<file path="src/common/vmul_consts.svh">
/* Vector multiplier constants */

`ifndef VMUL_CONSTS_SVH
`define VMUL_CONSTS_SVH

// Datapath and queue sizes
`define VMUL_ELEN          64
`define VMUL_VINSN_DEPTH   4
`define VMUL_RESQ_DEPTH    2
`define VMUL_NR_VINSN      8
`define VMUL_VL_WIDTH      10
`define VMUL_VADDR_WIDTH   8

// Multiplier pipeline stages per element width
`define VMUL_LAT_EW64      2
`define VMUL_LAT_EW32      2
`define VMUL_LAT_EW16      1
`define VMUL_LAT_EW8       1

`endif

</file>
<file path="src/common/vmul_pkg.sv">
/* Vector multiplier types */

`default_nettype none

`include "vmul_consts.svh"

package vmul_pkg;

  // Data word and its byte enables
  typedef logic [`VMUL_ELEN-1:0]             elen_t;
  typedef logic [`VMUL_ELEN/8-1:0]           strb_t;

  typedef logic [$clog2(`VMUL_NR_VINSN)-1:0] vid_t;
  typedef logic [`VMUL_VL_WIDTH-1:0]         vlen_t;
  typedef logic [`VMUL_VADDR_WIDTH-1:0]      vaddr_t;

  // Elements per word is 2**(3-vsew)
  typedef enum logic [1:0] {
    EW8  = 2'd0,
    EW16 = 2'd1,
    EW32 = 2'd2,
    EW64 = 2'd3
  } vew_e;

  typedef enum logic [1:0] {
    VMUL,
    VMULHU,
    VMACC
  } mul_op_e;

  typedef struct packed {
    vid_t    id;
    mul_op_e op;
    vew_e    vsew;
    vlen_t   vl;
    vaddr_t  vd_addr;
    logic    use_scalar_op;
    elen_t   scalar_op;
  } vmul_operation_t;

endpackage

`default_nettype wire

</file>
<file path="src/common/vmul_result_if.sv">
/* Multiplier result channel */

`timescale 1ns/1ps
`default_nettype none

interface vmul_result_if;

  logic            valid;
  logic            ready;
  vmul_pkg::elen_t wdata;

  modport producer (
    output valid,
    output wdata,
    input  ready
  );

  modport consumer (
    input  valid,
    input  wdata,
    output ready
  );

  // Word counting in the instruction queue
  modport monitor (
    input valid,
    input ready
  );

endinterface

`default_nettype wire

</file>
<file path="src/hw/result_queue.sv">
/* Result queue to the register file */

`timescale 1ns/1ps
`default_nettype none

`include "vmul_consts.svh"

module result_queue (
  input  logic             clk_i,
  input  logic             rst_ni,
  vmul_result_if.consumer  res,
  input  vmul_pkg::vid_t   wr_id_i,
  input  vmul_pkg::vaddr_t wr_addr_i,
  input  vmul_pkg::strb_t  wr_be_i,
  output logic             result_req_o,
  output vmul_pkg::vid_t   result_id_o,
  output vmul_pkg::vaddr_t result_addr_o,
  output vmul_pkg::elen_t  result_wdata_o,
  output vmul_pkg::strb_t  result_be_o,
  input  logic             result_gnt_i,
  output logic             commit_o
);

  localparam int unsigned Depth = `VMUL_RESQ_DEPTH;

  typedef logic [$clog2(Depth)-1:0] pnt_t;
  typedef logic [$clog2(Depth):0]   cnt_t;

  typedef struct packed {
    vmul_pkg::vid_t   id;
    vmul_pkg::vaddr_t addr;
    vmul_pkg::elen_t  wdata;
    vmul_pkg::strb_t  be;
  } payload_t;

  payload_t queue_q [Depth];
  pnt_t     wr_pnt_q;
  pnt_t     rd_pnt_q;
  cnt_t     cnt_q;
  logic     push;
  logic     pop;

  assign res.ready = (cnt_q != cnt_t'(Depth));
  assign push      = res.valid && res.ready;
  assign pop       = result_req_o && result_gnt_i;
  assign commit_o  = pop;

  // Head entry drives the write port
  assign result_req_o   = (cnt_q != '0);
  assign result_id_o    = queue_q[rd_pnt_q].id;
  assign result_addr_o  = queue_q[rd_pnt_q].addr;
  assign result_wdata_o = queue_q[rd_pnt_q].wdata;
  assign result_be_o    = queue_q[rd_pnt_q].be;

  always_ff @(posedge clk_i or negedge rst_ni) begin
    if (!rst_ni) begin
      wr_pnt_q <= '0;
      rd_pnt_q <= '0;
      cnt_q    <= '0;
    end else begin
      if (push) wr_pnt_q <= (wr_pnt_q == pnt_t'(Depth-1)) ? '0 : wr_pnt_q + 1'b1;
      if (pop) rd_pnt_q <= (rd_pnt_q == pnt_t'(Depth-1)) ? '0 : rd_pnt_q + 1'b1;
      cnt_q <= cnt_q + cnt_t'(push) - cnt_t'(pop);
    end
  end

  always_ff @(posedge clk_i) begin
    if (push) begin
      queue_q[wr_pnt_q] <= '{
        id:    wr_id_i,
        addr:  wr_addr_i,
        wdata: res.wdata,
        be:    wr_be_i
      };
    end
  end

endmodule

`default_nettype wire

</file>
<file path="src/flat_wrapper.sv">
// flat-port wrapper written by rule: the top's interface ports become plain ports
module result_queue_flat 
  (clk_i, rst_ni, wr_id_i, wr_addr_i, wr_be_i, result_req_o, result_id_o, result_addr_o, result_wdata_o, result_be_o, result_gnt_i, commit_o, res_valid, res_wdata, res_ready);
  vmul_result_if res_i ();
  input  logic clk_i;
  input  logic rst_ni;
  input  vmul_pkg::vid_t wr_id_i;
  input  vmul_pkg::vaddr_t wr_addr_i;
  input  vmul_pkg::strb_t wr_be_i;
  output logic result_req_o;
  output vmul_pkg::vid_t result_id_o;
  output vmul_pkg::vaddr_t result_addr_o;
  output vmul_pkg::elen_t result_wdata_o;
  output vmul_pkg::strb_t result_be_o;
  input  logic result_gnt_i;
  output logic commit_o;
  input wire logic [$bits(res_i.valid)-1:0] res_valid;
  input wire logic [$bits(res_i.wdata)-1:0] res_wdata;
  output wire logic [$bits(res_i.ready)-1:0] res_ready;
  assign res_i.valid = res_valid;
  assign res_i.wdata = res_wdata;
  assign res_ready = res_i.ready;
  result_queue u_core (.clk_i(clk_i), .rst_ni(rst_ni), .res(res_i), .wr_id_i(wr_id_i), .wr_addr_i(wr_addr_i), .wr_be_i(wr_be_i), .result_req_o(result_req_o), .result_id_o(result_id_o), .result_addr_o(result_addr_o), .result_wdata_o(result_wdata_o), .result_be_o(result_be_o), .result_gnt_i(result_gnt_i), .commit_o(commit_o));
endmodule
</file>
<file path="config.mk">
export PLATFORM = sky130hd
export DESIGN_NAME = result_queue_flat
export DESIGN_NICKNAME = d
export VERILOG_FILES = /design/src/common/vmul_pkg.sv /design/src/common/vmul_result_if.sv /design/src/hw/result_queue.sv /design/src/flat_wrapper.sv
export VERILOG_INCLUDE_DIRS = /design/src /design/src/common
export SDC_FILE = /design/constraint.sdc
export NUM_CORES = 1
export LEC_CHECK = 0
export BUFFER_PORTS_ARGS = -buffer_cell sky130_fd_sc_hd__buf_2
export CORE_MARGIN = 3
export CORE_UTILIZATION = 40
export DETAILED_ROUTE_END_ITERATION = 16
export SYNTH_ARGS = -nofsm -noshare
export SYNTH_HDL_FRONTEND = slang
export SYNTH_SLANG_ARGS = --single-unit
</file>
<file path="constraint.sdc">
create_clock -name clk_i -period 7.94 [get_ports clk_i]
set_clock_uncertainty 0.15 [all_clocks]
set_input_delay 0.794 -clock clk_i [delete_from_list [all_inputs] [get_ports clk_i]]
set_output_delay 0.794 -clock clk_i [all_outputs]
set_load 0.01 [all_outputs]
</file>
# Yosys cells after proc, flatten, opt, wreduce, memory -nomap -nowiden
# Memory sizes are Yosys's and may differ from the RTL's.
# Index checks and enable logic that the tools add are counted.
# totals
ram_bits	166
in_bits	87
word_cells	16
register_bits	4
out_inout_bits	86
mem_count	1
# op_classes
muxes	4
n_reduce_logical	3
n_addsub	4
eq_ne	1
# memory_table
memory	words	width	read_ports	rd_ports_with_merged_regs	write_ports	line_no	source
u_core.queue_q	2	83	1	0	1	result_queue.sv:36	payload_t queue_q [Depth];
# op_table
cell	n
two-way mux 1 bit	4
adder 1 bit (second input constant)	2
adder 2 x 1 -> 2 bit	1
logical AND 1 bit	2
!= test 2 bit (second input constant)	1
nonzero test 2 bit	1
subtractor 2 x 1 -> 2 bit	1

# Longest topological paths before layout
# Gate-level depths: netlist of run 1.
# depth
depth_word	4
ltp_mapped	7
depth_no_buf	7

# Worst setup path before layout of run 1
# No wires, ideal clock.
# synth_timing
path_type	input to register
start	input res_valid
end	memory u_core.queue_q[0][0] in the netlist's numbering (enable)
stages	2
n_path_buf	0
setup_ns	0.525
required_time_ns	7.265
t_arrival_ns	4.346
slack_ns	2.919
cell_sequence	nand2_1 -> nor2_1
# synth_between
elab_chain_cells	3
# synth_rtl
item	line_no	source
start: declaration	flat_wrapper.sv:17	input wire logic [$bits(res_i.valid)-1:0] res_valid;
logical AND 1 bit	result_queue.sv:44	assign push = res.valid && res.ready;
two-way mux 1 bit	result_queue.sv:68	if (push) begin
two-way mux 1 bit (not written as such)	result_queue.sv:69	queue_q[wr_pnt_q] <= '{
end: declaration	result_queue.sv:36	
# No other way between the ends.

# Final worst setup path of run 1
# layout_timing
start	register u_core.rd_pnt_q
end	output result_addr_o[4]
# layout_between
elab_chain_cells	1
# layout_rtl
item	line_no	source
start: declaration	result_queue.sv:38	pnt_t rd_pnt_q;
start signal: assignment	result_queue.sv:62	if (pop) rd_pnt_q <= (rd_pnt_q == pnt_t'(Depth-1)) ? '0 : rd_pnt_q + 1'b1;
memory read (2 x 83 bit)	--	
end: declaration	flat_wrapper.sv:12	output vmul_pkg::vaddr_t result_addr_o;
# No other way between the ends.

==> out/qor.log, run 1 <==
[power_and_ir_drop] Net Sw Frac 28.9%
[grt] number of antenna violations at the first check in global routing 0
[floorplanning] initial standard-cell utilization of the core 41.6%
[critical_path] CP Data Required Time 7.00 ns
[route] Via density 4.57
[finish] final core utilization 51.9%
[timing] Max Transition Viols Final 0
[worst_hold_path] worst hold-check path type reg -> reg
[critical_path] Crit path largest cell delay 0.82 ns
[grt] Overflow after GRT 0
[clocking] Num CTS Buffers 17
[floorplanning] placeable core region 15500 sq um
[worst_hold_path] WHS Path Cells 1
[synth] number of cells produced by synthesis 277
[route] final wirelength 11.6 mm
[clocking] TritonCTS clock tree yes
[synth] share of synthesized flip-flops with an asynchronous set or reset 2.35%
[finish] share of final-layout standard cells stronger than drive strength 1 60.9%
[timing] transition time at the pin with the least slew margin 0.903 ns
[clocking] worst-case clock buffer depth 2
[route] routed wire length per instance 16.9 um
[clocking] insertion delay of the later-clocked pin in the worst-skew pair 0.42 ns
[route] DRT antenna net count 0
[place] routability congestion estimate 0.706
[critical_path] critical path's slowest cell sky130_fd_sc_hd__dfrtp_4
[worst_hold_path] end point of the worst hold path u_core.cnt_q[1]
[synth] cells taking the most area after synthesis sky130_fd_sc_hd__edfxtp_1, sky130_fd_sc_hd__mux2_4, sky130_fd_sc_hd__mux2_2
[grt] wire length of the first global-routing pass 18.1 mm
[status] outcome finished, final reports clean
[power_and_ir_drop] maximum resistive drop on vdd 273 uV
[route] drt initial violations 109
[synth] syn_area_per_cell 23.2 sq um
[power_and_ir_drop] design internal power 2.08 mW
[power_and_ir_drop] standby leakage power 3.18 nW
[timing] hold violation total from the final report 0
[grt] number of global-route vias before repair 3438
[synth] most area-hungry cell type in the Yosys netlist sky130_fd_sc_hd__edfxtp_1
[finish] nets 552
[synth] Yosys warning total 0
[power_and_ir_drop] power per cell area 365 nW/um^2
[synth] Mapped Nets 366
[critical_path] worst reg2reg startpoint u_core.cnt_q[1]
[power_and_ir_drop] sequential fraction of design power 45.2%
[timing] f_max 280 MHz
[critical_path] register-to-register setup slack 5.41 ns
[synth] share of the yosys chip area belonging to registers 79.0%
[critical_path] worst reg2reg path endpoint u_core.queue_q[0][18]
[place] final HPWL from detailed placement 7.68 mm
[finish] number of standard cells in the layout, taps in and fillers out 687
[critical_path] Startpoint Class flip-flop
[critical_path] crit path max fanout 49
[critical_path] category of the critical setup timing path reg -> out
[synth] most instantiated cells after synthesis sky130_fd_sc_hd__edfxtp_1, sky130_fd_sc_hd__mux2_4, sky130_fd_sc_hd__mux2_2
[synth] number of enable-type register cells in the synthesized netlist 166
[clocking] H-tree levels 4
[critical_path] Worst Path Arrival 2.63 ns
[synth] most instantiated flip-flop cell in the synthesis netlist sky130_fd_sc_hd__edfxtp_1
[timing] Final setup violation count 0
[job] Max-Cap Viols 0
[synth] number of flip-flops and latches in the synthesized netlist 170
[floorplanning] Chip Width 133 um
[critical_path] Buf+Inv Stages, Crit Path 2
[worst_hold_path] origin of the worst min-delay path u_core.cnt_q[1]
[critical_path] worst reg2reg path depth 4
[synth] post-synthesis instance area 6440 sq um
[route] DRC violation count after routing 0
[floorplanning] height of the die 133 um
[critical_path] crit-path leading delay family buffers and inverters
[synth] unique cell type count in the Yosys netlist 16
[place] Placed Instances 654
[grt] pin count of the biggest net entering global routing 67
[clocking] # Post-CTS Setup Buffers 0
[synth] most repeated cell in the gate-level netlist after synthesis sky130_fd_sc_hd__edfxtp_1
[timing] final critical-path required period 3.58 ns
[power_and_ir_drop] Gate power share 30.5%
[finish] Area Overhead vs Synth 24.8%
[critical_path] cells traversed along the worst timing path buf_4 > mux2_2 > buf_2
[timing] setup repair after global routing missed its margin no
[clocking] clock transition at the registers of the reported paths 0.06 ns
[floorplanning] die area 17700 sq um
[power_and_ir_drop] switching pwr 0.848 mW
[critical_path] capturing element type of the critical path output pin
[clocking] Root Driver sky130_fd_sc_hd__clkbuf_16
[clocking] number of gates resized after cts 0
[power_and_ir_drop] Clk pwr share 24.3%
[route] DRT Pass-1 Iters 4
[finish] antenna diode count 0
[clocking] clock tree sinks 170
[grt] GRT Resource Usage Total 13.5%
[place] I/O Buffers 172
[floorplanning] count of pins on the block boundary 173
[finish] filler instances 1284
[timing] final hold slack 0.351 ns
[timing] final cycle utilization of the critical path 45.0%
[floorplanning] Site Rows 45
[synth] top cell type's share of synthesized area 77.4%
[timing] relative max-transition margin 39.8%
[timing] setup TNS 0 ns
[route] count of vias placed by the detailed router 3142
## cells by family (layout without fill, tap and decap cells)
| family | after synthesis | after routing | synth area share (%) |
|---|---|---|---|
| flops | 170 | 170 | 79.0 |
| mux | 83 | 83 | 18.0 |
| buf+inv | 12 | 211 | 1.55 |
| simple gates | 6 | 6 | 0.544 |
| xor+xnor | 4 | 4 | 0.544 |
| fa+ha+maj | 2 | 2 | 0.389 |
## worst reg2reg max path, delay by kind of cell, from the launching register on
| family | cells | cell delay, ns |
|---|---|---|
| simple gates | 3 | 0.76 |
| buf+inv | 1 | 0.82 |
| flops | 1 | 0.40 |
## layer usage
layer	track usage [%]	vias to the layer above	part of all wire, %
li1	-	1468	-
met1	16.2	1546	41
met2	21.9	121	49
met3	5.97	7	8.5
met4	4.16	0	0.83
met5	0	-	0
## area by class of cell
cell class / count / area (sq um) / share of cell area [%]
clock inverter: 14 / 81.3 / 1.01
timing repair buffer: 176 / 893 / 11.1
sequential: 170 / 5090 / 63.3
tap: 211 / 264 / 3.29
multi-input combinational: 95 / 1270 / 15.8
clock buffer: 18 / 429 / 5.34
inverter: 3 / 11.3 / 0.140
## per-stage QoR
stage / area (sq um) / total power [mW] / setup WS (ns)
floorplan: 6440 / 1.97 / 2.92
global placement: 7510 / 2.25 / 4.78
detailed placement: 7510 / 2.26 / 4.77
CTS: 8030 / 2.98 / 4.30
global route: 8040 / 3.09 / 4.23
finish: 8040 / 2.93 / 4.36
## worst max-delay path by stage
stage,from,endpoint,slack (ns),depth (start not counted)
after floorplan,res_valid,u_core.queue_q[0][0],2.92,2
after global placement,u_core.rd_pnt_q,result_addr_o[4],4.78,3
after detailed placement,u_core.rd_pnt_q,result_addr_o[4],4.77,3
after CTS,u_core.rd_pnt_q,result_addr_o[4],4.30,3
after global routing,u_core.rd_pnt_q,result_wdata_o[63],4.23,3
final,u_core.rd_pnt_q,result_addr_o[4],4.36,3
## power by group through the flow
| stage | sequential, mW | clock (mW) | combinational (mW) |
|---|---|---|---|
| after detailed placement | 1.35 | 0 | 0.915 |
| after CTS | 1.33 | 0.736 | 0.919 |
| after global placement | 1.34 | 0 | 0.912 |
| final | 1.32 | 0.712 | 0.895 |
| after global routing | 1.35 | 0.778 | 0.968 |
| after floorplan | 1.30 | 0 | 0.671 |
## timing repair
item	4_1_cts	5_1_grt
setup endpoints to repair	0	0
endpoints found under the hold margin	0	2
hold buffers	0	1
## registers in the layout, indices dropped and copies added (netlist names)
name and count:
u_core.wr_pnt_q 1, u_core.cnt_q 2, u_core.queue_q 166, u_core.rd_pnt_q 1
## placed cells by master, fill, tap and decap left out
cell type / count
sky130_fd_sc_hd__and2_4: 1
sky130_fd_sc_hd__and3_4: 1
sky130_fd_sc_hd__buf_2: 172
sky130_fd_sc_hd__buf_4: 3
sky130_fd_sc_hd__clkbuf_1: 1
sky130_fd_sc_hd__clkbuf_16: 17
sky130_fd_sc_hd__clkinv_1: 4
sky130_fd_sc_hd__clkinv_2: 5
sky130_fd_sc_hd__clkinv_4: 1
sky130_fd_sc_hd__clkinvlp_4: 2
sky130_fd_sc_hd__dfrtp_1: 3
sky130_fd_sc_hd__dfrtp_4: 1
sky130_fd_sc_hd__dlygate4sd3_1: 1
sky130_fd_sc_hd__edfxtp_1: 166
sky130_fd_sc_hd__ha_1: 2
sky130_fd_sc_hd__inv_1: 3
sky130_fd_sc_hd__inv_6: 2
sky130_fd_sc_hd__mux2_2: 23
sky130_fd_sc_hd__mux2_4: 60
sky130_fd_sc_hd__nand2_1: 1
sky130_fd_sc_hd__nand2b_1: 1
sky130_fd_sc_hd__nor2_4: 1
sky130_fd_sc_hd__or2_2: 1
sky130_fd_sc_hd__xnor2_1: 3
sky130_fd_sc_hd__xor2_1: 1
No activity file was read; power rests on OpenSTA's default activity.
==> inputs of run 2 (changes only) <==
--- a/config.mk
+++ b/config.mk
@@ -6,6 +6,7 @@
 export SDC_FILE = /design/constraint.sdc
 export NUM_CORES = 1
 export LEC_CHECK = 0
+export ABC_AREA = 1
 export BUFFER_PORTS_ARGS = -buffer_cell sky130_fd_sc_hd__buf_2
 export CORE_MARGIN = 3
 export CORE_UTILIZATION = 40
==> constraint.sdc (replaced) <==
create_clock -name clk_i -period 3.55 [get_ports clk_i]
set_clock_uncertainty 0.15 [all_clocks]
set_input_delay 0.355 -clock clk_i [delete_from_list [all_inputs] [get_ports clk_i]]
set_output_delay 0.355 -clock clk_i [all_outputs]
set_load 0.01 [all_outputs]
==> out/qor.log, run 2 <==
[worst_hold_path] worst hold-check path type in -> reg [was reg -> reg]
[finish] most frequent cells in the layout sky130_fd_sc_hd__nand2_1, sky130_fd_sc_hd__buf_2, sky130_fd_sc_hd__edfxtp_1, sky130_fd_sc_hd__dlygate4sd3_1, sky130_fd_sc_hd__clkbuf_16 [was sky130_fd_sc_hd__buf_2, sky130_fd_sc_hd__edfxtp_1, sky130_fd_sc_hd__mux2_4, sky130_fd_sc_hd__mux2_2, sky130_fd_sc_hd__clkbuf_16]
[floorplanning] Site Rows 45 [unchanged]
[power_and_ir_drop] standby leakage power 3.82 nW [was 3.18 nW]
[critical_path] CP Data Required Time 3.04 ns [was 7.00 ns]
[timing] final cycle utilization of the critical path 69.5%
[timing] setup repair after global routing missed its margin no [unchanged]
[timing] Max Transition Viols Final 0 [unchanged]
[timing] f_max 405 MHz
[critical_path] Worst setup endpoint result_wdata_o[32] [was result_addr_o[4]]
[power_and_ir_drop] power per cell area 795 nW/um^2 [was 365 nW/um^2]
[synth] share of the yosys chip area belonging to registers 81.3% [was 79.0%]
[timing] final critical-path required period 2.47 ns
[place] final HPWL from detailed placement 7.86 mm [was 7.68 mm]
[route] DRC violation count after routing 0 [unchanged]
[synth] Yosys warning total 0 [unchanged]
[grt] met1 track utilization from global routing 19.0% [was 16.2%]
[place] routability congestion estimate 0.754 [was 0.706]
[finish] share of final-layout standard cells stronger than drive strength 1 28.4% [was 60.9%]
[floorplanning] count of pins on the block boundary 173 [unchanged]
[finish] Largest Register u_core.queue_q [unchanged]
[power_and_ir_drop] sum of internal, switching and leakage power 7.06 mW [was 2.93 mW]
[critical_path] Startpoint Class flip-flop [unchanged]
[synth] number of flip-flops and latches in the synthesized netlist 170 [unchanged]
[floorplanning] height of the die 131 um [was 133 um]
[synth] most instantiated cells after synthesis sky130_fd_sc_hd__nand2_1, sky130_fd_sc_hd__edfxtp_1, sky130_fd_sc_hd__buf_2 [was sky130_fd_sc_hd__edfxtp_1, sky130_fd_sc_hd__mux2_4, sky130_fd_sc_hd__mux2_2]
[timing] relative max-transition margin 40.2% [was 39.8%]
[grt] number of antenna violations at the first check in global routing 0 [unchanged]
[job] Max-Cap Viols 0 [unchanged]
[floorplanning] die area 17200 sq um [was 17700 sq um]
[critical_path] worst reg2reg startpoint u_core.cnt_q[1] [unchanged]
[clocking] Num CTS Buffers 17 [unchanged]
[synth] cells taking the most area after synthesis sky130_fd_sc_hd__edfxtp_1, sky130_fd_sc_hd__nand2_1, sky130_fd_sc_hd__dfrtp_1 [was sky130_fd_sc_hd__edfxtp_1, sky130_fd_sc_hd__mux2_4, sky130_fd_sc_hd__mux2_2]
[floorplanning] placeable core region 15300 sq um [was 15500 sq um]
[finish] biggest regs u_core.queue_q (166), u_core.cnt_q (2) [unchanged]
[grt] pin count of the biggest net entering global routing 85 [was 67]
[synth] Mapped Nets 555 [was 366]
[floorplanning] Chip Width 131 um [was 133 um]
[clocking] worst-case clock buffer depth 2 [unchanged]
[clocking] insertion delay of the later-clocked pin in the worst-skew pair 0.41 ns [was 0.42 ns]
[grt] number of global-route vias before repair 4232 [was 3438]
[worst_hold_path] origin of the worst min-delay path result_gnt_i [was u_core.cnt_q[1]]
[synth] number of cells produced by synthesis 466 [was 277]
[status] outcome finished, final reports clean [unchanged]
[timing] transition time at the pin with the least slew margin 0.897 ns [was 0.903 ns]
[synth] unique cell type count in the Yosys netlist 11 [was 16]
[synth] most instantiated flip-flop cell in the synthesis netlist sky130_fd_sc_hd__edfxtp_1 [unchanged]
[power_and_ir_drop] maximum resistive drop on vdd 437 uV [was 273 uV]
[synth] post-synthesis instance area 6250 sq um [was 6440 sq um]
[grt] Overflow after GRT 0 [unchanged]
[synth] most repeated cell in the gate-level netlist after synthesis sky130_fd_sc_hd__nand2_1 [was sky130_fd_sc_hd__edfxtp_1]
[clocking] clock transition at the registers of the reported paths 0.06 ns [about the same]
[critical_path] worst reg2reg path depth 4 [unchanged]
[route] final wirelength 13.4 mm [was 11.6 mm]
[critical_path] category of the critical setup timing path reg -> out [unchanged]
[grt] layer carrying the most global-route usage met2 [unchanged]
[clocking] # Post-CTS Setup Buffers 0 [unchanged]
[grt] GRT Resource Usage Total 15.8% [was 13.5%]
[clocking] H-tree levels 4 [unchanged]
[finish] most frequent standard cell in the layout excluding fill and tap cells sky130_fd_sc_hd__nand2_1 [was sky130_fd_sc_hd__buf_2]
[finish] antenna diode count 0 [unchanged]
[finish] Area Overhead vs Synth 41.9% [was 24.8%]
[route] routed wire length per instance 14.1 um [was 16.9 um]
[critical_path] worst reg2reg path endpoint u_core.queue_q[1][9] [was u_core.queue_q[0][18]]
[synth] number of enable-type register cells in the synthesized netlist 166 [unchanged]
[floorplanning] initial standard-cell utilization of the core 41.0% [was 41.6%]
[clocking] Root Driver sky130_fd_sc_hd__clkbuf_16 [unchanged]
[finish] final core utilization 58.1% [was 51.9%]
[critical_path] register-to-register setup slack 1.83 ns [was 5.41 ns]
[timing] setup TNS 0 ns [unchanged]
[critical_path] launching instance or port of the critical path u_core.rd_pnt_q [unchanged]
[route] count of vias placed by the detailed router 4200 [was 3142]
[place] I/O Buffers 172 [unchanged]
[synth] most area-hungry cell type in the Yosys netlist sky130_fd_sc_hd__edfxtp_1 [unchanged]
[critical_path] crit path max fanout 49 [unchanged]
[route] drt initial violations 258 [was 109]
[grt] global-route track usage on met3 5.37% [was 5.97%]
[synth] syn_area_per_cell 13.4 sq um [was 23.2 sq um]
[synth] top cell type's share of synthesized area 79.7% [was 77.4%]
[grt] met2 track demand over resource 26.6% [was 21.9%]
[timing] Final setup violation count 0 [unchanged]
[route] Via density 4.42 [was 4.57]
[finish] number of flip-flops under the largest register name 166 [unchanged]
[critical_path] capturing element type of the critical path output pin [unchanged]
[clocking] clock tree sinks 170 [unchanged]
[clocking] TritonCTS clock tree yes [unchanged]
[finish] nets 816 [was 552]
[synth] share of synthesized flip-flops with an asynchronous set or reset 2.35% [unchanged]
[critical_path] Worst Path Arrival 1.96 ns [was 2.63 ns]
[grt] wire length of the first global-routing pass 20.5 mm [was 18.1 mm]
[route] DRT Pass-1 Iters 5 [was 4]
[route] DRT antenna net count 0 [unchanged]
[timing] hold violation total from the final report 0 [unchanged]
[run 2: cell types whose count changed in the layout (fill, tap and decap cells not counted), moves of 3 or more]
cell                            before  now
sky130_fd_sc_hd__nand2_1             1  262
sky130_fd_sc_hd__dlygate4sd3_1       1   84
sky130_fd_sc_hd__mux2_4             60    0
sky130_fd_sc_hd__mux2_2             23    0
sky130_fd_sc_hd__bufinv_16           0    6
sky130_fd_sc_hd__inv_1               3    8
sky130_fd_sc_hd__clkinv_1            4    0
sky130_fd_sc_hd__clkinv_2            5    1
sky130_fd_sc_hd__buf_12              0    3
sky130_fd_sc_hd__clkinvlp_4          2    5
sky130_fd_sc_hd__nand3_1             0    3
sky130_fd_sc_hd__xnor2_1             3    0
[run 2: where the power goes]
| part | internal [mW] | leakage, nW | switching [mW] | total, mW |
|---|---|---|---|---|
| Clock | 1.36 | 0.312 | 0.707 | 2.06 |
| Sequential | 2.74 | 1.59 | 0.0994 | 2.84 |
| Combinational | 0.736 | 1.91 | 1.42 | 2.15 |
[run 2: cell families (layout without fill, tap and decap cells)]
| family | count (synthesis) | in the layout | synth area share, % |
|---|---|---|---|
| buffers and inverters | 28 | 302 | 2.24 |
| adders and majority gates | 2 | 2 | 0.400 |
| and+or+nand+nor | 266 | 266 | 16.0 |
| DFF | 170 | 170 | 81.3 |
[run 2: per-layer routing]
metal | part of all wire [%] | wire, um
met1 | 43 | 5710
met2 | 50 | 6640
met3 | 5.9 | 786
met4 | 1.8 | 238
met5 | 0 | 0
[run 2: final cells by class]
cell class | count | area, sq um
Sequential cell | 170 | 5090
Multi-Input combinational cell | 268 | 1030
Clock buffer | 21 | 460
Timing Repair Buffer | 260 | 1770
Clock inverter | 11 | 218
Fill cell | 1202 | 6390
Tap cell | 211 | 264
Inverter | 10 | 38.8
[run 2: worst max-delay path: stages (launching register included)]
cell and delay (ns):
sky130_fd_sc_hd__dfrtp_2 0.41, sky130_fd_sc_hd__inv_2 0.49, sky130_fd_sc_hd__buf_12 0.33, sky130_fd_sc_hd__nand2_1 0.09, sky130_fd_sc_hd__nand2_1 0.08, sky130_fd_sc_hd__buf_2 0.14
[run 2: how the worst min path moves through the flow]
| stage | end | slack (ns) | depth (start not counted) |
|---|---|---|---|
| floorplan | u_core.cnt_q[0] | -0.09 | 0 |
| global placement | u_core.cnt_q[1] | 0.02 | 1 |
| detailed placement | u_core.cnt_q[1] | 0.02 | 1 |
| CTS | u_core.rd_pnt_q | 0.03 | 3 |
| global route | u_core.rd_pnt_q | 0.03 | 3 |
| finish | u_core.rd_pnt_q | 0.05 | 3 |
[run 2: stage by stage]
stage	hold slack, ns	cells	instance area (sq um)	setup slack (ns)
global route	0.0292	951	8870	0.912
floorplan	-0.0906	466	6250	0.185
detailed placement	0.0166	835	7350	1.48
finish	0.0503	951	8870	1.08
global placement	0.0177	835	7350	1.52
CTS	0.0260	951	8870	1.01
[run 2: timing repair]
action	CTS	global route
hold buffers	84	0
endpoints found under the hold margin	170	0
gates resized for setup	0	0
