## src/common/vmul_consts.svh

```systemverilog
/* Vector multiplier constants */

`ifndef VMUL_CONSTS_SVH
`define VMUL_CONSTS_SVH

// Datapath and queue sizes
`define VMUL_ELEN          64
`define VMUL_VINSN_DEPTH   4
`define VMUL_RESQ_DEPTH    2
`define VMUL_NR_VINSN      8
`define VMUL_VL_WIDTH      10
`define VMUL_VADDR_WIDTH   8

// Multiplier pipeline stages per element width
`define VMUL_LAT_EW64      2
`define VMUL_LAT_EW32      2
`define VMUL_LAT_EW16      1
`define VMUL_LAT_EW8       1

`endif

```

## src/common/vmul_pkg.sv

```systemverilog
/* Vector multiplier types */

`default_nettype none

`include "vmul_consts.svh"

package vmul_pkg;

  // Data word and its byte enables
  typedef logic [`VMUL_ELEN-1:0]             elen_t;
  typedef logic [`VMUL_ELEN/8-1:0]           strb_t;

  typedef logic [$clog2(`VMUL_NR_VINSN)-1:0] vid_t;
  typedef logic [`VMUL_VL_WIDTH-1:0]         vlen_t;
  typedef logic [`VMUL_VADDR_WIDTH-1:0]      vaddr_t;

  // Elements per word is 2**(3-vsew)
  typedef enum logic [1:0] {
    EW8  = 2'd0,
    EW16 = 2'd1,
    EW32 = 2'd2,
    EW64 = 2'd3
  } vew_e;

  typedef enum logic [1:0] {
    VMUL,
    VMULHU,
    VMACC
  } mul_op_e;

  typedef struct packed {
    vid_t    id;
    mul_op_e op;
    vew_e    vsew;
    vlen_t   vl;
    vaddr_t  vd_addr;
    logic    use_scalar_op;
    elen_t   scalar_op;
  } vmul_operation_t;

endpackage

`default_nettype wire

```

## src/common/vmul_result_if.sv

```systemverilog
/* Multiplier result channel */

`timescale 1ns/1ps
`default_nettype none

interface vmul_result_if;

  logic            valid;
  logic            ready;
  vmul_pkg::elen_t wdata;

  modport producer (
    output valid,
    output wdata,
    input  ready
  );

  modport consumer (
    input  valid,
    input  wdata,
    output ready
  );

  // Word counting in the instruction queue
  modport monitor (
    input valid,
    input ready
  );

endinterface

`default_nettype wire

```

## src/hw/vinsn_queue.sv

```systemverilog
/* Vector instruction queue */

`timescale 1ns/1ps
`default_nettype none

`include "vmul_consts.svh"

module vinsn_queue (
  input  logic                      clk_i,
  input  logic                      rst_ni,
  input  vmul_pkg::vmul_operation_t op_i,
  input  logic                      op_valid_i,
  output logic                      op_ready_o,
  input  logic [2:0]                operand_valid_i,
  output logic [2:0]                operand_ready_o,
  output vmul_pkg::vmul_operation_t issue_op_o,
  output logic                      issue_valid_o,
  input  logic                      issue_ready_i,
  output vmul_pkg::vew_e            processing_vsew_o,
  vmul_result_if.monitor            res,
  output vmul_pkg::vid_t            wr_id_o,
  output vmul_pkg::vaddr_t          wr_addr_o,
  output vmul_pkg::strb_t           wr_be_o,
  input  logic                      commit_i,
  output logic [`VMUL_NR_VINSN-1:0] vinsn_done_o
);

  localparam int unsigned Depth = `VMUL_VINSN_DEPTH;

  typedef logic [$clog2(Depth)-1:0] pnt_t;
  typedef logic [$clog2(Depth):0]   cnt_t;

  // Phase pointers, instructions per phase and elements left in the head one
  typedef struct packed {
    pnt_t            accept_pnt;
    pnt_t            issue_pnt;
    pnt_t            proc_pnt;
    pnt_t            commit_pnt;
    cnt_t            issue_cnt;
    cnt_t            proc_cnt;
    cnt_t            commit_cnt;
    vmul_pkg::vlen_t issue_el;
    vmul_pkg::vlen_t proc_el;
    vmul_pkg::vlen_t commit_el;
  } ctrl_t;

  ctrl_t                                 ctrl_d, ctrl_q;
  vmul_pkg::vmul_operation_t [Depth-1:0] vinsn_d, vinsn_q;

  vmul_pkg::vmul_operation_t issue_insn;
  vmul_pkg::vmul_operation_t proc_insn;
  vmul_pkg::vmul_operation_t commit_insn;
  logic                      use_vs1;
  logic                      use_vd;
  logic                      issue_fire;
  logic                      proc_fire;
  vmul_pkg::vlen_t           proc_step;
  vmul_pkg::vlen_t           proc_done_el;
  vmul_pkg::vlen_t           proc_bytes;

  // Elements covered by the next word, at most the remaining ones
  function automatic vmul_pkg::vlen_t elem_step(vmul_pkg::vew_e ew, vmul_pkg::vlen_t rem);
    vmul_pkg::vlen_t per_word;
    per_word = vmul_pkg::vlen_t'(1) << (2'd3 - ew);
    return (rem < per_word) ? rem : per_word;
  endfunction

  assign issue_insn  = vinsn_q[ctrl_q.issue_pnt];
  assign proc_insn   = vinsn_q[ctrl_q.proc_pnt];
  assign commit_insn = vinsn_q[ctrl_q.commit_pnt];

  //////////////////////////////////////////////////
  // Issue handshake
  //////////////////////////////////////////////////

  assign use_vs1 = !issue_insn.use_scalar_op;
  assign use_vd  = (issue_insn.op == vmul_pkg::VMACC);

  assign issue_op_o    = issue_insn;
  assign issue_valid_o = (ctrl_q.issue_cnt != '0) && operand_valid_i[1] &&
                         (operand_valid_i[0] || !use_vs1) &&
                         (operand_valid_i[2] || !use_vd);
  assign issue_fire      = issue_valid_o && issue_ready_i;
  assign operand_ready_o = issue_fire ? {use_vd, 1'b1, use_vs1} : 3'b000;

  //////////////////////////////////////////////////
  // Result word tagging
  //////////////////////////////////////////////////

  assign processing_vsew_o = proc_insn.vsew;
  assign proc_fire         = res.valid && res.ready;
  assign proc_step         = elem_step(proc_insn.vsew, ctrl_q.proc_el);
  assign proc_done_el      = proc_insn.vl - ctrl_q.proc_el;
  assign proc_bytes        = proc_step << proc_insn.vsew;

  assign wr_id_o   = proc_insn.id;
  assign wr_addr_o = proc_insn.vd_addr +
                     vmul_pkg::vaddr_t'(proc_done_el >> (2'd3 - proc_insn.vsew));

  // Tail word enables only the bytes of the remaining elements
  always_comb begin
    for (int b = 0; b < $bits(vmul_pkg::strb_t); b++) begin
      wr_be_o[b] = vmul_pkg::vlen_t'(b) < proc_bytes;
    end
  end

  //////////////////////////////////////////////////
  // Queue control
  //////////////////////////////////////////////////

  assign op_ready_o = (ctrl_q.commit_cnt != cnt_t'(Depth));

  always_comb begin
    ctrl_d       = ctrl_q;
    vinsn_d      = vinsn_q;
    vinsn_done_o = '0;

    if (issue_fire) begin
      ctrl_d.issue_el = ctrl_q.issue_el - elem_step(issue_insn.vsew, ctrl_q.issue_el);
      if (ctrl_d.issue_el == '0) begin
        ctrl_d.issue_cnt = ctrl_q.issue_cnt - 1'b1;
        ctrl_d.issue_pnt = ctrl_q.issue_pnt + 1'b1;
        ctrl_d.issue_el  = vinsn_q[ctrl_d.issue_pnt].vl;
      end
    end

    if (proc_fire) begin
      ctrl_d.proc_el = ctrl_q.proc_el - proc_step;
      if (ctrl_d.proc_el == '0) begin
        ctrl_d.proc_cnt = ctrl_q.proc_cnt - 1'b1;
        ctrl_d.proc_pnt = ctrl_q.proc_pnt + 1'b1;
        ctrl_d.proc_el  = vinsn_q[ctrl_d.proc_pnt].vl;
      end
    end

    // Done pulses with the grant of the last word
    if (commit_i) begin
      ctrl_d.commit_el = ctrl_q.commit_el - elem_step(commit_insn.vsew, ctrl_q.commit_el);
      if (ctrl_d.commit_el == '0) begin
        vinsn_done_o[commit_insn.id] = 1'b1;
        ctrl_d.commit_cnt = ctrl_q.commit_cnt - 1'b1;
        ctrl_d.commit_pnt = ctrl_q.commit_pnt + 1'b1;
        ctrl_d.commit_el  = vinsn_q[ctrl_d.commit_pnt].vl;
      end
    end

    // Zero-length instructions are acknowledged and dropped
    if (op_valid_i && op_ready_o && (op_i.vl != '0)) begin
      vinsn_d[ctrl_q.accept_pnt] = op_i;
      if (ctrl_d.issue_cnt == '0) ctrl_d.issue_el = op_i.vl;
      if (ctrl_d.proc_cnt == '0) ctrl_d.proc_el = op_i.vl;
      if (ctrl_d.commit_cnt == '0) ctrl_d.commit_el = op_i.vl;
      ctrl_d.accept_pnt = ctrl_q.accept_pnt + 1'b1;
      ctrl_d.issue_cnt  = ctrl_d.issue_cnt + 1'b1;
      ctrl_d.proc_cnt   = ctrl_d.proc_cnt + 1'b1;
      ctrl_d.commit_cnt = ctrl_d.commit_cnt + 1'b1;
    end
  end

  always_ff @(posedge clk_i or negedge rst_ni) begin
    if (!rst_ni) begin
      ctrl_q  <= '0;
      vinsn_q <= '0;
    end else begin
      ctrl_q  <= ctrl_d;
      vinsn_q <= vinsn_d;
    end
  end

endmodule

`default_nettype wire

```

## src/flat_wrapper.sv

```systemverilog
// flat-port wrapper written by rule: the top's interface ports become plain ports
module vinsn_queue_flat 
  (clk_i, rst_ni, op_i, op_valid_i, op_ready_o, operand_valid_i, operand_ready_o, issue_op_o, issue_valid_o, issue_ready_i, processing_vsew_o, wr_id_o, wr_addr_o, wr_be_o, commit_i, vinsn_done_o, res_valid, res_ready);
  vmul_result_if res_i ();
  input  logic clk_i;
  input  logic rst_ni;
  input  vmul_pkg::vmul_operation_t op_i;
  input  logic op_valid_i;
  output logic op_ready_o;
  input  logic [2:0] operand_valid_i;
  output logic [2:0] operand_ready_o;
  output vmul_pkg::vmul_operation_t issue_op_o;
  output logic issue_valid_o;
  input  logic issue_ready_i;
  output vmul_pkg::vew_e processing_vsew_o;
  output vmul_pkg::vid_t wr_id_o;
  output vmul_pkg::vaddr_t wr_addr_o;
  output vmul_pkg::strb_t wr_be_o;
  input  logic commit_i;
  output logic [`VMUL_NR_VINSN-1:0] vinsn_done_o;
  input wire logic [$bits(res_i.valid)-1:0] res_valid;
  input wire logic [$bits(res_i.ready)-1:0] res_ready;
  assign res_i.valid = res_valid;
  assign res_i.ready = res_ready;
  vinsn_queue u_core (.clk_i(clk_i), .rst_ni(rst_ni), .op_i(op_i), .op_valid_i(op_valid_i), .op_ready_o(op_ready_o), .operand_valid_i(operand_valid_i), .operand_ready_o(operand_ready_o), .issue_op_o(issue_op_o), .issue_valid_o(issue_valid_o), .issue_ready_i(issue_ready_i), .processing_vsew_o(processing_vsew_o), .res(res_i), .wr_id_o(wr_id_o), .wr_addr_o(wr_addr_o), .wr_be_o(wr_be_o), .commit_i(commit_i), .vinsn_done_o(vinsn_done_o));
endmodule
```

## config.mk

```make
export PLATFORM = sky130hd
export DESIGN_NAME = vinsn_queue_flat
export DESIGN_NICKNAME = d
export VERILOG_FILES = /design/src/common/vmul_pkg.sv /design/src/common/vmul_result_if.sv /design/src/hw/vinsn_queue.sv /design/src/flat_wrapper.sv
export VERILOG_INCLUDE_DIRS = /design/src /design/src/common
export SDC_FILE = /design/constraint.sdc
export NUM_CORES = 1
export LEC_CHECK = 0
export ABC_AREA = 1
export BUFFER_PORTS_ARGS = -buffer_cell sky130_fd_sc_hd__buf_2
export CORE_MARGIN = 2
export CORE_UTILIZATION = 35
export CTS_BUF_LIST = sky130_fd_sc_hd__clkbuf_8
export DETAILED_ROUTE_END_ITERATION = 7
export GPL_TIMING_DRIVEN = 0
export HOLD_SLACK_MARGIN = 0.15
export SETUP_SLACK_MARGIN = 0.15
export SLEW_MARGIN = 20
export SYNTH_ARGS = -nofsm -noshare
export SYNTH_HDL_FRONTEND = slang
export SYNTH_SLANG_ARGS = --single-unit
```

## constraint.sdc

```tcl
create_clock -name clk_i -period 6.4 [get_ports clk_i]
set_input_delay 0.64 -clock clk_i [delete_from_list [all_inputs] [get_ports clk_i]]
set_output_delay 0.64 -clock clk_i [all_outputs]
set_load 0.03 [all_outputs]
```

# Word level (Yosys, flattened, before mapping)
# Cells that the tools add are included.
# op_classes
addsub	18
n_reduce_logical	24
mux	39
n_lt_le_gt_ge	21
shifts	5
eq_ne	2
# op_table
cell	count
$bmux 90 s2	6
$bwmux 360	1
$mux 90	4
$mux 83	3
$demux 90 s2	1
$mux 10	12
$lt 3x10->1 const A	4
$sub 10x10->10	4
$mux 39	1
$logic_not 10->1	3
$lt 10x10->1	3
$shl 1x2->10 const A	3
$lt 2x3->1 const B	7
$mux 3	7
$lt 1x10->1 const A	2
$lt 2x10->1 const A	2
$mux 8	2
$reduce_bool 10->1	1
$shl 10x2->10	1
$shr 10x2->8	1
$add 3x1->3 const B	3
$logic_and 1x1->1	9
$logic_not 3->1	3
$sub 3x1->3 const B	3
other kinds (14)	23
# word_totals
ff_bits	407
elab_cells	147
inputBits	100
output_inout_bits	124

# Longest topological paths before layout
# Gate-level depths: netlist of run 1.
# depth
depth_word	13
ltp_mapped	38
depth_no_buf	36

# Worst setup path before layout of run 1
# Ideal clock, no wire load.
# synth_timing
path_kind	register to register
startpoint	register u_core.ctrl_q[44] (netlist name)
endpoint	register u_core.ctrl_q[20] (netlist name)
setup_time_ps	66
t_arrival_ps	5276
required_time_ps	6334
slack_ps	1058
path_buffers	2
path_stages_with_launch	31
synth_period_minus_slack_ps	5342
cell_sequence	dfrtp_1 > inv_1 > clkbuf_1 > a21oi_1 > a32oi_1 > or2_2 > ha_1 > a2111oi_0 > nand4_2 > nand2_1 > o21ai_0 > ha_1 > fa_1 > inv_1 > nand3_1 > nand3_2 > inv_1 > a21o_1 > nand2_1 > inv_1 > nor2_1 > nand3_4 > nor2_8 > nand2_1 > o21ai_0 > ha_1 > inv_1 > nor2_1 > clkbuf_1 > nand3_1 > nand2_1
# synth_lines
item	line_no	rtl
start, declared	vinsn_queue.sv:47	ctrl_t ctrl_d, ctrl_q;
start signal, assigned	vinsn_queue.sv:165	ctrl_q <= ctrl_d;

# Final worst setup path of run 1
# layout_timing
startpoint	register u_core.ctrl_q[39] (netlist name)
endpoint	output vinsn_done_o[4]
# layout_between
elab_chain_cells	10
elab_cells_between_ends	15
cone_classes	add/sub (2); order compare (3); shift (1); mux (7); reduce/logical (2)
# layout_rtl
item	line_no	rtl
$bmux 90 s2 (*)	vinsn_queue.sv:70	assign commit_insn = vinsn_q[ctrl_q.commit_pnt];
$mux 90 (not written as such) (*)	vinsn_queue.sv:70	
$sub 2x2->2	vinsn_queue.sv:64	per_word = vmul_pkg::vlen_t'(1) << (2'd3 - ew);
$shl 1x2->10	vinsn_queue.sv:64	
$lt 10x10->1	vinsn_queue.sv:65	return (rem < per_word) ? rem : per_word;
$mux 10	vinsn_queue.sv:65	
$sub 10x10->10	vinsn_queue.sv:138	ctrl_d.commit_el = ctrl_q.commit_el - elem_step(commit_insn.vsew, ctrl_q.commit_el);
$logic_not 10->1	vinsn_queue.sv:139	if (ctrl_d.commit_el == '0) begin
$mux 8 (*)	vinsn_queue.sv:139	
$mux 8 (*)	vinsn_queue.sv:137	if (commit_i) begin
end, declared	flat_wrapper.sv:20	output logic [`VMUL_NR_VINSN-1:0] vinsn_done_o;
# Mark *: on every way between the ends. The rest lies on a longest branch, timed or not. The select of a mux whose other input is x is not followed.

==> results by group, run 1 <==
Global routing
  • Congestion Overflow GR: 0
  • Number of global-route vias before repair: 21296
  • Total track usage: 24.1%
  • Antenna violations before repair: 4
  • Largest net degree at the start of global routing: 97
  • First-pass GRT wire length: 125000 um

STA
  • Worst-margin pin slew: 0.933 ns
  • Max-slew headroom: 37.8%
  • Total negative slack: 0 ns
  • Hold Fails Final Rpt: 0
  • Clock skew: 0.0500 ns
  • Max Transition Viols Final: 0
  • Setup Viol. Count Final: 0
  • Final period utilization: 92.4%
  • Post-layout minimum cycle time: 5.92 ns
  • RSZ-0062 raised after global routing: false
  • F_max: 169 MHz

Routing
  • Post-route ant nets: 0
  • First-pass iteration count of the detailed router: 6
  • Routed WL per cell: 19.2 um
  • Remaining routing DRC violations: 0
  • Final wirelength: 81600 um
  • Vias per std cell: 5.32
  • DR vias: 22559
  • Iter 0 DRT Violations: 2296

Critical path
  • Crit path cell chain: buf_6, a21oi_2, a32oi_4, buf_12, or2_4, ha_1, a2111oi_2, nand4_1, buf_4, nand2_1, o21ai_0, ha_2, fa_2, xor2_1, and3_1, nand2_1, nor2_1, nand3_1, nor2_2, nand4_1, buf_4, or2_2, nor2_1, clkbuf_4
  • CP Max Fanout: 10
  • CP top delay family: simple AND/OR/NAND/NOR gates
  • Critical Path RT: 5.76 ns
  • Bufs and invs on worst path: 5
  • Max incr delay on CP: 0.44 ns
  • Crit path capture type: primary output
  • WS Path Type: reg2out
  • Slowest CP cell: dfrtp_2
  • Critical path arrival: 5.28 ns
  • Worst setup SP type: flop

Synth
  • Mean Syn Cell Area: 7.48 um2
  • Synthesized Nets: 3183
  • Unique masters post-synth: 46
  • Sequential area share after synthesis: 45.1%
  • Synth Register Bits: 407
  • Top cells by area, synth: dfrtp_1 (45%), nand2_1 (14%), o21ai_0 (13%)
  • Mapped Cells: 3022
  • Synthesized area: 22600 um2
  • Top cell type's share of synthesized area: 45.1%
  • Post-synth top area cell: dfrtp_1
  • Yosys warning total: 0

Flow run
  • Max-cap check violation count: 0

Die
  • Core Region: 64100 um2
  • IO Pins: 224
  • Die Y-Extent: 258 um
  • Die outline area: 66600 um2
  • Die Span X: 258 um
  • Num rows: 93
  • Starting Density: 35.3%

Status
  • Status: finished clean

Worst hold path
  • Hold/Removal Path Class: in2reg

Place
  • DPL Wire Length: 57300 um
  • RePlAce Congestion: 0.949
  • IO Port Bufs: 222
  • Post-placement cell count: 4104

Clock tree
  • Worst-skew pair later-pin latency: 0.68 ns
  • CTS sink cnt: 407
  • CTS H-Tree Depth: 3
  • CTS tree: built
  • Worst-path clk slew: 0.06 ns
  • CTS root buf: clkbuf_8
  • Deepest clock path buffer count: 3
  • CTS buffer count: 73

Finish
  • Layout cells sized above 1: 14.0%
  • Final Non-Filler Cells: 4243
  • Area grow syn2layout: 18.3%
  • NumNets Final: 3494
  • Fill cells: 6752
==> cell families after synthesis <==
logic type      synth area share [%]
compound gates                  20.3
xor+xnor                        1.24
fa+ha+maj                       3.54
buf+inv                         8.12
flops                           45.1
mux                           0.0886
simple gates                    21.6
==> path summary, 6_finish.rpt <==
path	from	end	slack (ns)	depth (start not counted)
min in group asynchronous	rst_ni	u_core.vinsn_q[49]$_DFFE_PN0P_	0.47	2
setup / recovery	u_core.ctrl_q[39]$_DFFE_PN0P_	vinsn_done_o[4]	0.48	24
hold reg to reg	u_core.vinsn_q[91]$_DFFE_PN0P_	u_core.vinsn_q[91]$_DFFE_PN0P_	0.48	2
max in group asynchronous	rst_ni	u_core.ctrl_q[39]$_DFFE_PN0P_	4.85	4
setup reg to reg	u_core.ctrl_q[42]$_DFFE_PN0P_	u_core.ctrl_q[11]$_DFF_PN0_	0.61	34
hold / removal	op_i[64]	u_core.vinsn_q[244]$_DFFE_PN0P_	0.29	3
==> stage by stage <==
step	util, %	instance area [um2]	setup WS [ns]	hold slack [ns]
2_1_floorplan	-	22600	1.06	0.344
3_3_place_gp	38.7	24800	-3.76	0.460
3_5_place_dp	38.9	24900	-0.0274	0.467
4_1_cts	41.4	26500	0.157	0.255
5_1_grt	41.7	26700	0.111	0.290
6_report	41.7	26700	0.484	0.292
==> final cells by class <==
cell class	instances	area (um2)	area share, %
repair buffers	238	1380	5.15
flip-flops and latches	407	10200	38.1
plain buffers	183	820	3.07
multi-input cells	2151	10700	40.1
diodes	1	2.50	0.00936
clock inverters	35	220	0.824
inverters	279	1050	3.93
clock buffers	94	1290	4.84
well taps	855	1070	4.00
==> state kept, by name, indices dropped and copies added, names as in the netlist <==
register,count
u_core.ctrl_q,47
u_core.vinsn_q,360
==> cells in the final DEF, fill, tap and decap left out, drive strengths merged <==
master and n:
a2111oi 2, a21o 3, a21oi 105, a22oi 6, a31oi 3, a32oi 7, and3 1, buf 298
bufinv 1, clkbuf 216, clkinv 13, clkinvlp 1, dfrtp 407, diode 1, dlygate4sd3 1, fa 5
ha 56, inv 299, mux2i 2, nand2 823, nand3 100, nand3b 8, nand4 26, nor2 228
nor3 10, nor3b 1, nor4 5, o211ai 10, o21ai 580, o21bai 2, o221ai 30, o22ai 102
or2 4, xnor2 7, xor2 25
==> cells in the mapped netlist, drive strengths merged <==
| library cell | number |
|---|---|
| or2 | 4 |
| clkinv | 2 |
| o211ai | 10 |
| nor3 | 10 |
| o221ai | 30 |
| nor3b | 1 |
| o21ai | 580 |
| nand3b | 8 |
| nand3 | 100 |
| nand4 | 26 |
| mux2i | 2 |
| nor4 | 5 |
| nand2 | 823 |
| a22oi | 6 |
| fa | 5 |
| clkbuf | 119 |
| dfrtp | 407 |
| and3 | 1 |
| buf | 66 |
| inv | 277 |
| nor2 | 228 |
| o22ai | 102 |
| a2111oi | 2 |
| a21oi | 105 |
| a32oi | 7 |
| xnor2 | 7 |
| ha | 56 |
| o21bai | 2 |
| a31oi | 3 |
| a21o | 3 |
| xor2 | 25 |
==> repair_timing <==
action | 4_1_cts | 5_1_grt
setup endpoints to repair | 23 | 43
gates resized for setup | 16 | 55
hold buffers | 1 | 0
endpoints found under the hold margin | 34 | 0
setup buffers | 3 | 7
pin swaps | 4 | 5
==> metal layers <==
metal | track usage [%] | share of wire [%] | wire (um) | up-vias
met3 | 5.15 | 8.6 | 7010 | 174
met5 | 0 | 0.059 | 48 | -
met4 | 9.44 | 3.6 | 2970 | 8
met2 | 37.6 | 44 | 36300 | 954
li1 | - | - | - | 10648
met1 | 32.8 | 43 | 35300 | 10775
==> worst reg2reg max path, delay by kind of cell (launching register included) <==
kind	cells	cell delay, ns
AND/OR/NAND/NOR	21	2.87
buffers and inverters	8	1.13
adder cells (fa/ha/maj)	4	1.07
flip-flops	1	0.37
XOR/XNOR	1	0.17
Power of run 1 is not shown: default switching activity piles up to over one toggle a cycle in this logic, so the estimate is an artifact.
==> run 2, diff against run 1 <==
- CORE_UTILIZATION: 35 -> 53
- PLACE_DENSITY: default -> 0.73
- clock period: 6.4 -> 7.1 ns (I/O delays scaled with it)
==> results by group, run 2 (synthesis gave the netlist of run 1 again) <==
Finish
  • Biggest regs: u_core.vinsn_q (360), u_core.ctrl_q (47)
  • Largest Register: u_core.vinsn_q
  • NumNets Final: 3485 (-0.26%)
  • Most common cell after layout, fill and taps aside: nand2_1
  • Most frequent cells in the layout: nand2_1 (817), o21ai_0 (576), dfrtp_1 (407), inv_1 (281), buf_2 (276)
  • Area grow syn2layout: 15.4%
  • Max reg flops: 360 (unchanged)
  • Final Non-Filler Cells: 3916 (-7.7%)
  • Layout cells sized above 1: 13.0% (-0.96 points)

Clock tree
  • CTS sink cnt: 407 (unchanged)
  • CTS root buf: clkbuf_8
  • CTS buffer count: 72 (-1.4%)
  • Deepest clock path buffer count: 3 (unchanged)
  • Worst-path clk slew: 0.07 ns (about the same)
  • Worst-skew pair later-pin latency: 0.66 ns (-0.02 ns)
  • CTS H-Tree Depth: 3 (unchanged)
  • CTS tree: built

STA
  • Post-layout minimum cycle time: 6.63 ns
  • Final hold slack: 0.368 ns (+0.0759 ns)
  • Max-slew headroom: 40.6% (+2.7 points)
  • F_max: 151 MHz
  • Final period utilization: 93.4%
  • Clock skew: 0.0358 ns (-0.0141 ns)
  • Hold Fails Final Rpt: 0 (unchanged)
  • Max Transition Viols Final: 0 (unchanged)
  • Worst-margin pin slew: 0.892 ns (-0.0412 ns)
  • Setup Viol. Count Final: 0 (unchanged)
  • RSZ-0062 raised after global routing: false

Routing
  • Iter 0 DRT Violations: 2456 (+7.0%)
  • First-pass iteration count of the detailed router: 8 (+2)
  • DR top layer: met5
  • Remaining routing DRC violations: 1 (+1)
  • Met1 wire length: 31600 um (-11%)
  • Post-route ant nets: 0 (unchanged)
  • Met2 wire len: 36100 um (-0.55%)
  • DR vias: 23086 (+2.3%)
  • Vias per std cell: 5.90 (+11%)
  • Routed WL per cell: 19.9 um (+3.6%)
  • Final wirelength: 78000 um (-4.4%)
  • WL met3: 7300 um (+4.2%)

Critical path
  • CP dominant cell by count: inv_1
  • Reg2reg end: u_core.ctrl_q[17]$_DFF_PN0_
  • Critical Path RT: 6.39 ns (+0.63 ns)
  • R2R setup slack: 0.81 ns (+0.20 ns)
  • WS Path Type: reg2out
  • Crit Reg-Reg Startpoint: u_core.ctrl_q[42]$_DFFE_PN0P_
  • R2R depth: 34 (unchanged)
  • Slowest CP cell: buf_1
  • Critical path arrival: 5.92 ns (+0.64 ns)
  • CP Max Fanout: 10 (unchanged)
  • Crit path capture type: primary output
  • Max incr delay on CP: 0.48 ns (+0.04 ns)
  • Worst setup SP type: flop

Die
  • IO Pins: 224 (unchanged)
  • Starting Density: 53.8% (+19 points)
  • Die Y-Extent: 211 um (-18%)
  • Die outline area: 44300 um2 (-33%)
  • Num rows: 75 (-19%)
  • Core Region: 42000 um2 (-34%)
  • Die Span X: 211 um (-18%)

Global routing
  • Congestion Overflow GR: 0 (unchanged)
  • Number of global-route vias before repair: 22087 (+3.7%)
  • Largest net degree at the start of global routing: 107 (+10%)
  • Antenna violations before repair: 3 (-1)
  • First-pass GRT wire length: 122000 um (-3.1%)
  • Total track usage: 35.2% (+11 points)

Place
  • IO Port Bufs: 222 (unchanged)
  • DPL Wire Length: 55500 um (-3.0%)
  • RePlAce Congestion: 0.955 (+0.59%)
  • Post-placement cell count: 3787 (-7.7%)

Flow run
  • Max-cap check violation count: 0 (unchanged)

Status
  • Status: finished, violations left
  • Failing checks: DRC

Worst hold path
  • Min-Delay Path Depth: 3 (unchanged)
  • WHS Endpoint: u_core.vinsn_q[63]$_DFFE_PN0P_
  • Hold/Removal Path Class: in2reg
  • Hold wc startpoint: op_i[63]
[run 2: cell types whose count changed in the layout (fill, tap and decap cells not counted), sizes merged]
cell and delta:
clkinv +2, diode +1, bufinv +3, buf -5
clkinvlp -1, inv -5, clkbuf -6
[run 2: routing by layer]
metal | track usage [%] | vias to the layer above
met3 | 7.88 | 211
met5 | 0 | -
met1 | 46.6 | 11087
li1 | - | 10614
met2 | 56.3 | 1172
met4 | 14.3 | 2
[run 2: area by class of cell]
| class | count | area (um2) |
|---|---|---|
| inverter | 279 | 1050 |
| clock inverter | 34 | 277 |
| buffer | 185 | 798 |
| clock buffer | 91 | 1250 |
| antenna | 2 | 5.00 |
| multi-input combinational | 2151 | 10600 |
| fill | 3871 | 16000 |
| timing repair buffer | 228 | 1250 |
| sequential | 407 | 10200 |
| tap | 539 | 674 |
[run 2: worst max-delay path, delay by kind of cell, from the launching register on]
family / cells / cell delay, ns
buffers and inverters: 8 / 1.70
AOI/OAI and AO/OA: 6 / 0.91
adders and majority gates: 3 / 0.90
and+or+nand+nor: 7 / 0.83
DFF: 1 / 0.40
xor gates and xnor gates: 2 / 0.33
muxes: 1 / 0.20
[run 2: what timing repair did]
item,4_1_cts,5_1_grt
gates cloned,0,0
hold endpoints to repair,29,0
setup endpoints to repair,2,22
buffers inserted,0,1
pin swaps,0,1
hold buffers,1,0
gates resized for setup,1,16
[run 2: worst max-delay path by stage]
stage | slack (ns) | from | end | depth (start not counted)
floorplan | 1.76 | u_core.ctrl_q[44]$_DFFE_PN0P_ | u_core.ctrl_q[20]$_DFF_PN0_ | 30
global placement | -2.46 | rst_ni | u_core.ctrl_q[24]$_DFF_PN0_ | 1
detailed placement | 0.76 | u_core.ctrl_q[41]$_DFFE_PN0P_ | wr_addr_o[7] | 27
CTS | 0.21 | u_core.ctrl_q[41]$_DFFE_PN0P_ | wr_addr_o[7] | 27
global route | 0.19 | u_core.ctrl_q[41]$_DFFE_PN0P_ | wr_addr_o[7] | 27
finish | 0.47 | u_core.ctrl_q[41]$_DFFE_PN0P_ | wr_addr_o[7] | 27
[run 2: metrics by stage]
stage          TNS [ns]  utilization, %  instance area [um2]  setup WS, ns
2_1_floorplan         0               -                22600          1.76
3_3_place_gp    -979.40            58.0                24400         -2.46
3_5_place_dp          0            58.3                24500         0.763
4_1_cts               0            62.0                26000         0.205
5_1_grt               0            62.0                26100         0.189
6_report              0            62.0                26100         0.466
Power of run 2 is left out for the same reason.
